==> src/cpu_pkg.sv <==
package cpu_pkg;

    localparam int DATA_W     = 8;
    localparam int REG_ADDR_W = 3;
    localparam int PC_W       = 32;

    typedef logic [DATA_W-1:0]     data_t;
    typedef logic [REG_ADDR_W-1:0] reg_addr_t;
    typedef logic [PC_W-1:0]       pc_t;

    localparam pc_t PC_STEP = pc_t'(4); // one 32-bit word per instruction

    // kept encodings of the instruction set, gaps are the removed ops
    typedef enum logic [7:0] {
        OP_LOADI = 8'd0,
        OP_MOV   = 8'd1,
        OP_ADD   = 8'd2,
        OP_SUB   = 8'd3,
        OP_AND   = 8'd4,
        OP_OR    = 8'd5,
        OP_J     = 8'd6,
        OP_BEQ   = 8'd7,
        OP_BNE   = 8'd12
    } opcode_e;

    typedef enum logic [1:0] {
        ALU_PASS = 2'd0, // operand b straight through
        ALU_ADD  = 2'd1,
        ALU_AND  = 2'd2,
        ALU_OR   = 2'd3
    } alu_op_e;

    // register numbers sit in the low bits of their byte
    typedef struct packed {
        opcode_e                        opcode;
        logic [DATA_W-REG_ADDR_W-1:0]   rd_pad;
        reg_addr_t                      rd;
        logic [DATA_W-REG_ADDR_W-1:0]   rs1_pad;
        reg_addr_t                      rs1;
        data_t                          imm;    // also rs2 byte
    } alu_fmt_t;

    typedef struct packed {
        opcode_e                        opcode;
        logic signed [DATA_W-1:0]       offset; // in words, from pc+4
        logic [DATA_W-REG_ADDR_W-1:0]   rs1_pad;
        reg_addr_t                      rs1;
        logic [DATA_W-REG_ADDR_W-1:0]   rs2_pad;
        reg_addr_t                      rs2;
    } flow_fmt_t;

    // byte 2 is a destination or an offset depending on the opcode
    typedef union packed {
        alu_fmt_t  alu;
        flow_fmt_t flow;
    } instr_t;

    typedef struct packed {
        alu_op_e alu_op;
        logic    negate_b;  // two's complement of source 2
        logic    use_imm;   // immediate as operand b
        logic    reg_write;
        logic    branch_eq;
        logic    branch_ne;
        logic    jump;
    } ctrl_t;

endpackage

==> src/control_decoder.sv <==
`timescale 1ns/1ps

module control_decoder import cpu_pkg::*;
(
    input  opcode_e opcode,
    output ctrl_t   ctrl
);

    always_comb
    begin
        ctrl = '0; // everything inactive unless the opcode says otherwise
        case (opcode)
            OP_LOADI:
            begin
                ctrl.alu_op    = ALU_PASS;
                ctrl.use_imm   = 1'b1;
                ctrl.reg_write = 1'b1;
            end
            OP_MOV:
            begin
                ctrl.alu_op    = ALU_PASS; // passes source 2
                ctrl.reg_write = 1'b1;
            end
            OP_ADD:
            begin
                ctrl.alu_op    = ALU_ADD;
                ctrl.reg_write = 1'b1;
            end
            OP_SUB:
            begin
                ctrl.alu_op    = ALU_ADD;
                ctrl.negate_b  = 1'b1;
                ctrl.reg_write = 1'b1;
            end
            OP_AND:
            begin
                ctrl.alu_op    = ALU_AND;
                ctrl.reg_write = 1'b1;
            end
            OP_OR:
            begin
                ctrl.alu_op    = ALU_OR;
                ctrl.reg_write = 1'b1;
            end
            OP_J:
                ctrl.jump = 1'b1;
            // branches compare by subtracting and looking at zero
            OP_BEQ:
            begin
                ctrl.alu_op    = ALU_ADD;
                ctrl.negate_b  = 1'b1;
                ctrl.branch_eq = 1'b1;
            end
            OP_BNE:
            begin
                ctrl.alu_op    = ALU_ADD;
                ctrl.negate_b  = 1'b1;
                ctrl.branch_ne = 1'b1;
            end
            default:
                ctrl = '0; // unknown opcode acts as a no-op
        endcase
    end

endmodule

==> src/program_counter.sv <==
`timescale 1ns/1ps

module program_counter import cpu_pkg::*;
#(
    parameter pc_t RESET_PC = '0
)
(
    input  logic                     CLK,
    input  logic                     RESET,
    input  ctrl_t                    ctrl,
    input  logic signed [DATA_W-1:0] offset,
    input  logic                     zero,
    output pc_t                      pc
);

    pc_t  pc_plus4;
    pc_t  offset_ext;   // sign extended byte offset
    pc_t  target;
    logic take_branch;
    pc_t  pc_next;

    assign pc_plus4 = pc + PC_STEP;

    // shift by two turns the word offset into a byte offset
    assign offset_ext = {{(PC_W-DATA_W-2){offset[DATA_W-1]}}, offset, 2'b00};

    // jump and branch share the same pc-relative target
    assign target = pc_plus4 + offset_ext;

    assign take_branch = (ctrl.branch_eq &  zero)
                       | (ctrl.branch_ne & ~zero);

    always_comb
    begin
        if (ctrl.jump || take_branch)
            pc_next = target;
        else
            pc_next = pc_plus4;
    end

    always_ff @(posedge CLK)
    begin
        if (RESET)
            pc <= RESET_PC;
        else
            pc <= pc_next;
    end

endmodule

==> src/reg_file.sv <==
`timescale 1ns/1ps

module reg_file import cpu_pkg::*;
#(
    parameter int NUM_REGS = 8 // at most 2**REG_ADDR_W
)
(
    input  logic      CLK,
    input  logic      RESET,
    input  logic      wr_en,
    input  reg_addr_t wr_addr,
    input  data_t     wr_data,
    input  reg_addr_t rd_addr_1,
    input  reg_addr_t rd_addr_2,
    output data_t     rd_data_1,
    output data_t     rd_data_2
);

    data_t regs [NUM_REGS];

    // write lands at the edge, readable by the next instruction
    always_ff @(posedge CLK)
    begin
        if (RESET)
        begin
            for (int i = 0; i < NUM_REGS; i++)
                regs[i] <= '0;
        end
        else if (wr_en && (wr_addr < NUM_REGS))
        begin
            regs[wr_addr] <= wr_data;
        end
    end

    // unimplemented register numbers read as zero
    assign rd_data_1 = (rd_addr_1 < NUM_REGS) ? regs[rd_addr_1] : '0;
    assign rd_data_2 = (rd_addr_2 < NUM_REGS) ? regs[rd_addr_2] : '0;

endmodule

==> src/alu.sv <==
`timescale 1ns/1ps

module alu import cpu_pkg::*;
(
    input  ctrl_t ctrl,
    input  data_t src_a,
    input  data_t src_b,
    input  data_t imm,
    output data_t result,
    output logic  zero
);

    data_t operand_b;

    // immediate wins over negate, decoder never sets both
    always_comb
    begin
        if (ctrl.use_imm)
            operand_b = imm;
        else if (ctrl.negate_b)
            operand_b = ~src_b + 1'b1;
        else
            operand_b = src_b;
    end

    always_comb
    begin
        case (ctrl.alu_op)
            ALU_PASS:
                result = operand_b;         // loadi and mov
            ALU_ADD:
                result = src_a + operand_b; // wraps at 8 bits
            ALU_AND:
                result = src_a & operand_b;
            ALU_OR:
                result = src_a | operand_b;
            default:
                result = '0;
        endcase
    end

    // high when a subtraction found equal operands
    assign zero = (result == '0);

endmodule

==> src/cpu.sv <==
`timescale 1ns/1ps

module cpu import cpu_pkg::*;
#(
    parameter pc_t RESET_PC = '0
)
(
    input  logic   CLK,
    input  logic   RESET,
    input  instr_t instr,   // held stable for the whole cycle
    output pc_t    pc
);

    ctrl_t ctrl;
    data_t rd_data_1;
    data_t rd_data_2;
    data_t alu_result;
    logic  zero;

    control_decoder u_control_decoder (
        .opcode (instr.alu.opcode),
        .ctrl   (ctrl)
    );

    program_counter #(
        .RESET_PC (RESET_PC)
    ) u_program_counter (
        .CLK    (CLK),
        .RESET  (RESET),
        .ctrl   (ctrl),
        .offset (instr.flow.offset), // byte 2 read as an offset
        .zero   (zero),
        .pc     (pc)
    );

    reg_file #(
        .NUM_REGS (1 << REG_ADDR_W)
    ) u_reg_file (
        .CLK       (CLK),
        .RESET     (RESET),
        .wr_en     (ctrl.reg_write),
        .wr_addr   (instr.alu.rd),   // byte 2 read as a destination
        .wr_data   (alu_result),
        .rd_addr_1 (instr.alu.rs1),
        .rd_addr_2 (instr.flow.rs2),
        .rd_data_1 (rd_data_1),
        .rd_data_2 (rd_data_2)
    );

    alu u_alu (
        .ctrl   (ctrl),
        .src_a  (rd_data_1),
        .src_b  (rd_data_2),
        .imm    (instr.alu.imm),
        .result (alu_result),
        .zero   (zero)
    );

endmodule

==> config.mk <==
export PLATFORM = sky130hd
export DESIGN_NAME = cpu
export DESIGN_NICKNAME = d
export VERILOG_FILES = /design/src/cpu_pkg.sv /design/src/control_decoder.sv /design/src/program_counter.sv /design/src/reg_file.sv /design/src/alu.sv /design/src/cpu.sv
export SDC_FILE = /design/constraint.sdc
export NUM_CORES = 1
export LEC_CHECK = 0
export BUFFER_PORTS_ARGS = -buffer_cell sky130_fd_sc_hd__buf_2
export CAP_MARGIN = 20
export CORE_MARGIN = 1
export CORE_UTILIZATION = 45
export DETAILED_ROUTE_END_ITERATION = 6
export PLACE_DENSITY_LB_ADDON = 0.15
export SLEW_MARGIN = 20
export SYNTH_ARGS = -nofsm -noshare
export SYNTH_HDL_FRONTEND = slang
export SYNTH_SLANG_ARGS = --single-unit
==> constraint.sdc <==
create_clock -name CLK -period 11.8 [get_ports CLK]
set_input_delay 1.18 -clock CLK [delete_from_list [all_inputs] [get_ports CLK]]
set_output_delay 1.18 -clock CLK [all_outputs]
set_load 0.1 [all_outputs]
Word level (Yosys, flattened, before mapping)
Memory sizes are Yosys's and may differ from the RTL's.
Cells that the tools add are included.

storage, ports and cells
  bits of input ports = 34
  bits in writable memories = 64
  register bits after elaboration = 32
  output and inout bits = 32
  logic and storage cells = 51
  memories kept = 1

memories
  name             depth  bits a word  rd ports  clocked after Yosys merged registers in  wr ports  line            source
  u_reg_file.regs  8      8            2         0                                        8         reg_file.sv:19  data_t regs [NUM_REGS];

cells by class
  reductions and logical operators = 8
  $add $sub $neg = 4
  equality and inequality tests = 11
  bitwise logic cells = 7
  muxes and demuxes = 19

operators with widths
  operator                                                          number
  32-bit by 3-bit adder with 32-bit output (second input constant)  1
  32-bit adder                                                      1
  8-bit by 3-bit == test with 1-bit output (second input constant)  4
  32-bit two-way mux                                                1
  8-bit one-hot mux with 4 select lines                             1
  8-bit two-way mux                                                 3
  8-bit by 2-bit == test with 1-bit output (second input constant)  2
  8-bit logical NOT                                                 2
  1-bit two-way mux                                                 12
  8-bit by 1-bit adder with 8-bit output (second input constant)    1
  8-bit adder                                                       1
  8-bit AND                                                         1
  8-bit by 1-bit == test with 1-bit output (second input constant)  1
  8-bit by 4-bit == test with 1-bit output (second input constant)  1
  8-bit inverter                                                    1
  8-bit OR                                                          1
  8-bit OR reduction                                                1
  2-bit one-hot mux with 3 select lines                             1
  6-bit OR reduction                                                1
  2-bit == test (second input constant)                             2
  4-bit OR reduction                                                1
  3-bit two-way mux                                                 1
  3-bit OR reduction                                                1
  1-bit AND                                                         2
  5 further kinds                                                   5

Longest topological paths before layout
  word-level depth = 13
  depth in mapped cells = 23
  mapped depth without buffers = 19

Hierarchy
Synthesis repeated with hierarchy kept, for this count alone.

unflattened totals
  cells, all modules = 820
  area, all modules = 8008.9 sq um

by module, submodules not included
  module           times used  cells an instance  seq. area each (sq um)  area an instance (sq um)
  reg_file         1           222                1921.8                  3540.9
  program_counter  1           425                600.6                   3224.3
  alu              1           155                0.0                     1113.6
  control_decoder  1           18                 0.0                     130.1

Least setup slack after synthesis
OpenSTA, ideal clock, no wires.

  path kind = in2reg
  start = input instr[0] (netlist name)
  end = register u_program_counter.pc[21]
  arrival = 5.560 ns
  library setup time = 0.128 ns
  buffers on the path = 3
  stages = 20
  slack = 6.112 ns
  data required time = 11.672 ns
  cell sequence = buf_6 -> buf_6 -> mux4_2 -> mux2i_1 -> ha_1 -> nor2_1 -> o31ai_1 -> inv_1 -> fa_1 -> xnor2_1 -> o2bb2ai_1 -> a222oi_1 -> a21oi_1 -> a22oi_1 -> nand4_1 -> and4b_4 -> mux2i_4 -> buf_4 -> mux2i_1 -> nor2_1

between the ends
  longest elaborated chain between the ends = 13
  elaborated cells on any way between the ends = 16
  those cells by class = add/sub: 2; mux: 4; bitwise: 7; reduce/logical: 2; memory: 1

ends and longest elaborated chain
  element                                    line                   source
  from (decl)                                cpu.sv:10              input instr_t instr,
  memory read 8 x 8 bit                      n/a
  8-bit inverter                             alu.sv:21              operand_b = ~src_b + 1'b1;
  8-bit by 1-bit adder with 8-bit output     alu.sv:21
  8-bit two-way mux                          alu.sv:20              else if (ctrl.negate_b)
  8-bit two-way mux *                        alu.sv:18              if (ctrl.use_imm)
  8-bit adder, or another cell as far along  alu.sv:32              result = src_a + operand_b;
  8-bit one-hot mux with 4 select lines *    alu.sv:28              case (ctrl.alu_op)
  8-bit logical NOT *                        alu.sv:43              assign zero = (result == '0);
  1-bit inverter                             program_counter.sv:31  | (ctrl.branch_ne & ~zero);
  1-bit AND                                  program_counter.sv:31
  1-bit OR *                                 program_counter.sv:31
  1-bit logical OR *                         program_counter.sv:35  if (ctrl.jump || take_branch)
  32-bit two-way mux *                       program_counter.sv:35
  to (signal assigned)                       program_counter.sv:46  pc <= pc_next;
  to (decl)                                  program_counter.sv:13  output pc_t pc

Mark *: on every way between the ends. The rest lies on a longest branch, timed or not.
A chain may end at the register's enable or synchronous reset.

Final worst setup path
Same ends and word-level chain as after synthesis.

==> results_dict.tcl <==
set metrics [dict create \
    worst_slew_pin_slew_ns 0.804 \
    firstDrtPassIters 5 \
    track_usage 0.235 \
    yosys_warnings 0 \
    io_buffers 58 \
    power_density_nw_per_um2 101 \
    worstSkewPairLatency_ns 0.35 \
    synth_xor_area_frac 0.0694 \
    place_congestion 0.835 \
    final_cell_count_no_fill 1026 \
    hold_viol_final 0 \
    critPathLaunchType "primary input" \
    cp_data_arrival_time_ns 6.90 \
    synth_top_area_frac 0.258 \
    rows 46 \
    crit_fanout 34 \
    path_clk_slew_ns 0.06 \
    critPathKind "in2reg" \
    yosys.area_share.simple 0.175 \
    ys_seq_elements 94 \
    vias 6020 \
    cts_tree "done" \
    root_buffer "clkbuf_16" \
    avgSynthCellArea_um2 9.74 \
    synth_compound_area_frac 0.133 \
    rsz0062_at_grt "false" \
    initial_core_util 0.465 \
    cp_data_required_time_ns 12.00 \
    drive_above_1_share 0.146 \
    drc 0 \
    timing.final.ws_setup_ns 5.11 \
    cts-resized-gates 0 \
    critPathLaunch "instr[0]" \
    chipHeight_um 131 \
    ys_top_cells_by_area "edfxtp_1, mux4_2, dfxtp_1" \
    clock-sinks 94 \
    drv_cap 0 \
    clk_path_buf_depth 2 \
    synth_adder_area_share 0.0844 \
    drt_iter0_markers 339 \
    dp_cells 1008 \
    antenna_found_initial 2 \
    met2_usage 0.419 \
    cellLeakagePower_nw 3.53 \
    grt_pass1_vias 5957 \
    synth.distinct_cells 75 \
    die-area_um2 17100 \
    areaGrowthSynthToFinish_pct 9.11 \
    slew-limit-headroom 0.464 \
    grt_start_max_net_pins 35 \
    ir_drop_uv 69.9 \
    endpoint_kind "flop" \
    htreeDepth 3 \
    totalNegativeSetupSlack_ns 0 \
    vias_per_cell 5.87 \
    avgRoutedWirePerCell_um 18.6 \
    post_cts_buffers 0 \
    hold_class "reg2reg" \
    ant_nets 0 \
    netlist_instances 764 \
    overflow 0 \
    yosys.area.top_type "edfxtp_1" \
    cts_buffers 9 \
    finalCritPeriodShare 0.567 \
    nNetsFinal 886 \
    synth_edf_count 64 \
    syn_area_um2 7440 \
    synthMuxAreaShare 0.158 \
    grt_util_met1 0.285 \
    synthTopCellsByCount "nor2_1, edfxtp_1, mux2i_1, ha_1, xnor2_1" \
    async_reset_ff_frac 0 \
    maxSlewViolCount 0 \
    synth_top_family_by_area "simple AND/OR/NAND/NOR gates" \
    synth_most_common_cell "nor2_1" \
    worstHoldStart "u_program_counter.pc[2]" \
    max_freq_mhz 149 \
    fin_util 0.508 \
    grt.busiest_layer "met2" \
    finalSetupViolCount 0 \
    synthFlopType "edfxtp_1" \
    filler_cell_count 1530 \
    die_width_um 131 \
    r2r_start "u_reg_file.regs[5][1]" \
    skew_ns 0.0116 \
    use_met3 0.0391 \
    core_area_um2 16000 \
    cts_hold_buf 0 \
    place_ws_ns 4.76 \
    postRouteWirelength_um 19100 \
    outcome "finished clean" \
    synth-seq-area-share 0.339 \
    io_pins 66 \
    grt_pass1_wl_um 30200 \
    post-route-min-period_ns 6.69 \
    dp_hpwl_um 14300 \
]
[path summary, 6_finish.rpt]
path / slack (ns) / depth (start not counted) / to
setup / recovery: 5.11 / 19 / u_program_counter.pc[21]
hold / removal: 0.65 / 1 / u_program_counter.pc[2]
setup reg to reg: 6.08 / 18 / u_program_counter.pc[21]
hold reg to reg: 0.65 / 1 / u_program_counter.pc[2]
[registers in the layout, summed over array words and instances, names as in the netlist]
name                  cells
u_reg_file.regs          64
u_program_counter.pc     30
[cell type report]
class | count | area [µm²] | area share
Clock inverter | 5 | 40.0 | 0.00493
Antenna cell | 2 | 5.00 | 0.000616
Clock buffer | 11 | 233 | 0.0287
Timing Repair Buffer | 60 | 305 | 0.0376
Inverter | 33 | 124 | 0.0152
Tap cell | 216 | 270 | 0.0333
Sequential cell | 94 | 2520 | 0.311
Multi-Input combinational cell | 605 | 4620 | 0.569
[placed cells by master (no fill, tap or decap), types with 6 or more instances in the layout]
| cell | n |
|---|---|
| nand2_1 | 37 |
| edfxtp_1 | 64 |
| and2_1 | 8 |
| a22oi_1 | 6 |
| nor3_1 | 11 |
| nand2b_1 | 10 |
| a21oi_1 | 40 |
| xnor2_1 | 41 |
| nand4_1 | 11 |
| dfxtp_1 | 30 |
| and3_1 | 9 |
| buf_2 | 58 |
| mux4_2 | 28 |
| nand3_1 | 25 |
| ha_1 | 47 |
| a21o_1 | 15 |
| inv_1 | 31 |
| xor2_1 | 18 |
| mux2i_1 | 49 |
| nor2_1 | 127 |
| clkbuf_16 | 9 |
| nor2b_1 | 11 |
| o21ai_0 | 14 |
[worst max-delay path, stage by stage]
cell	delay (ns)
buf_2	0.44
mux4_2	0.57
mux2i_1	0.39
ha_1	0.21
nor2_1	0.04
o31ai_1	0.49
inv_1	0.17
fa_1	0.49
xnor2_1	0.19
o2bb2ai_1	0.13
a222oi_1	0.23
a21oi_1	0.13
a22oi_1	0.63
nand4_1	0.16
and4b_4	0.39
mux2i_4	0.21
buf_4	0.47
mux2i_1	0.25
nor2_1	0.06
[report_power, final]
part	switching, mW	internal (mW)
logic	0.109	0.0659
clock network	0.131	0.146
registers	0.00657	0.360
total	0.247	0.571
[metrics by stage]
stage	area, µm²	hold WS, ns	total power, mW
detailed placement	7850	0.650	0.547
floorplan	7450	1.04	0.506
global route	8120	0.708	0.855
CTS	8120	0.661	0.823
global placement	7850	0.626	0.542
finish	8120	0.651	0.818
[cell families (layout without fill, tap and decap cells)]
logic type | count (synthesis) | after routing
simple gates | 272 | 272
compound gates | 142 | 142
flops | 94 | 94
mux | 81 | 81
buf+inv | 66 | 109
xor+xnor | 59 | 59
fa+ha+maj | 49 | 49
other cells | 1 | 4
[layer usage]
| metal | up-vias | share of wire |
|---|---|---|
| met5 | - | 0 |
| li1 | 2908 | - |
| met4 | 0 | 0.017 |
| met2 | 138 | 0.51 |
| met1 | 2952 | 0.43 |
| met3 | 22 | 0.042 |
No activity file was read; power rests on OpenSTA's default activity.
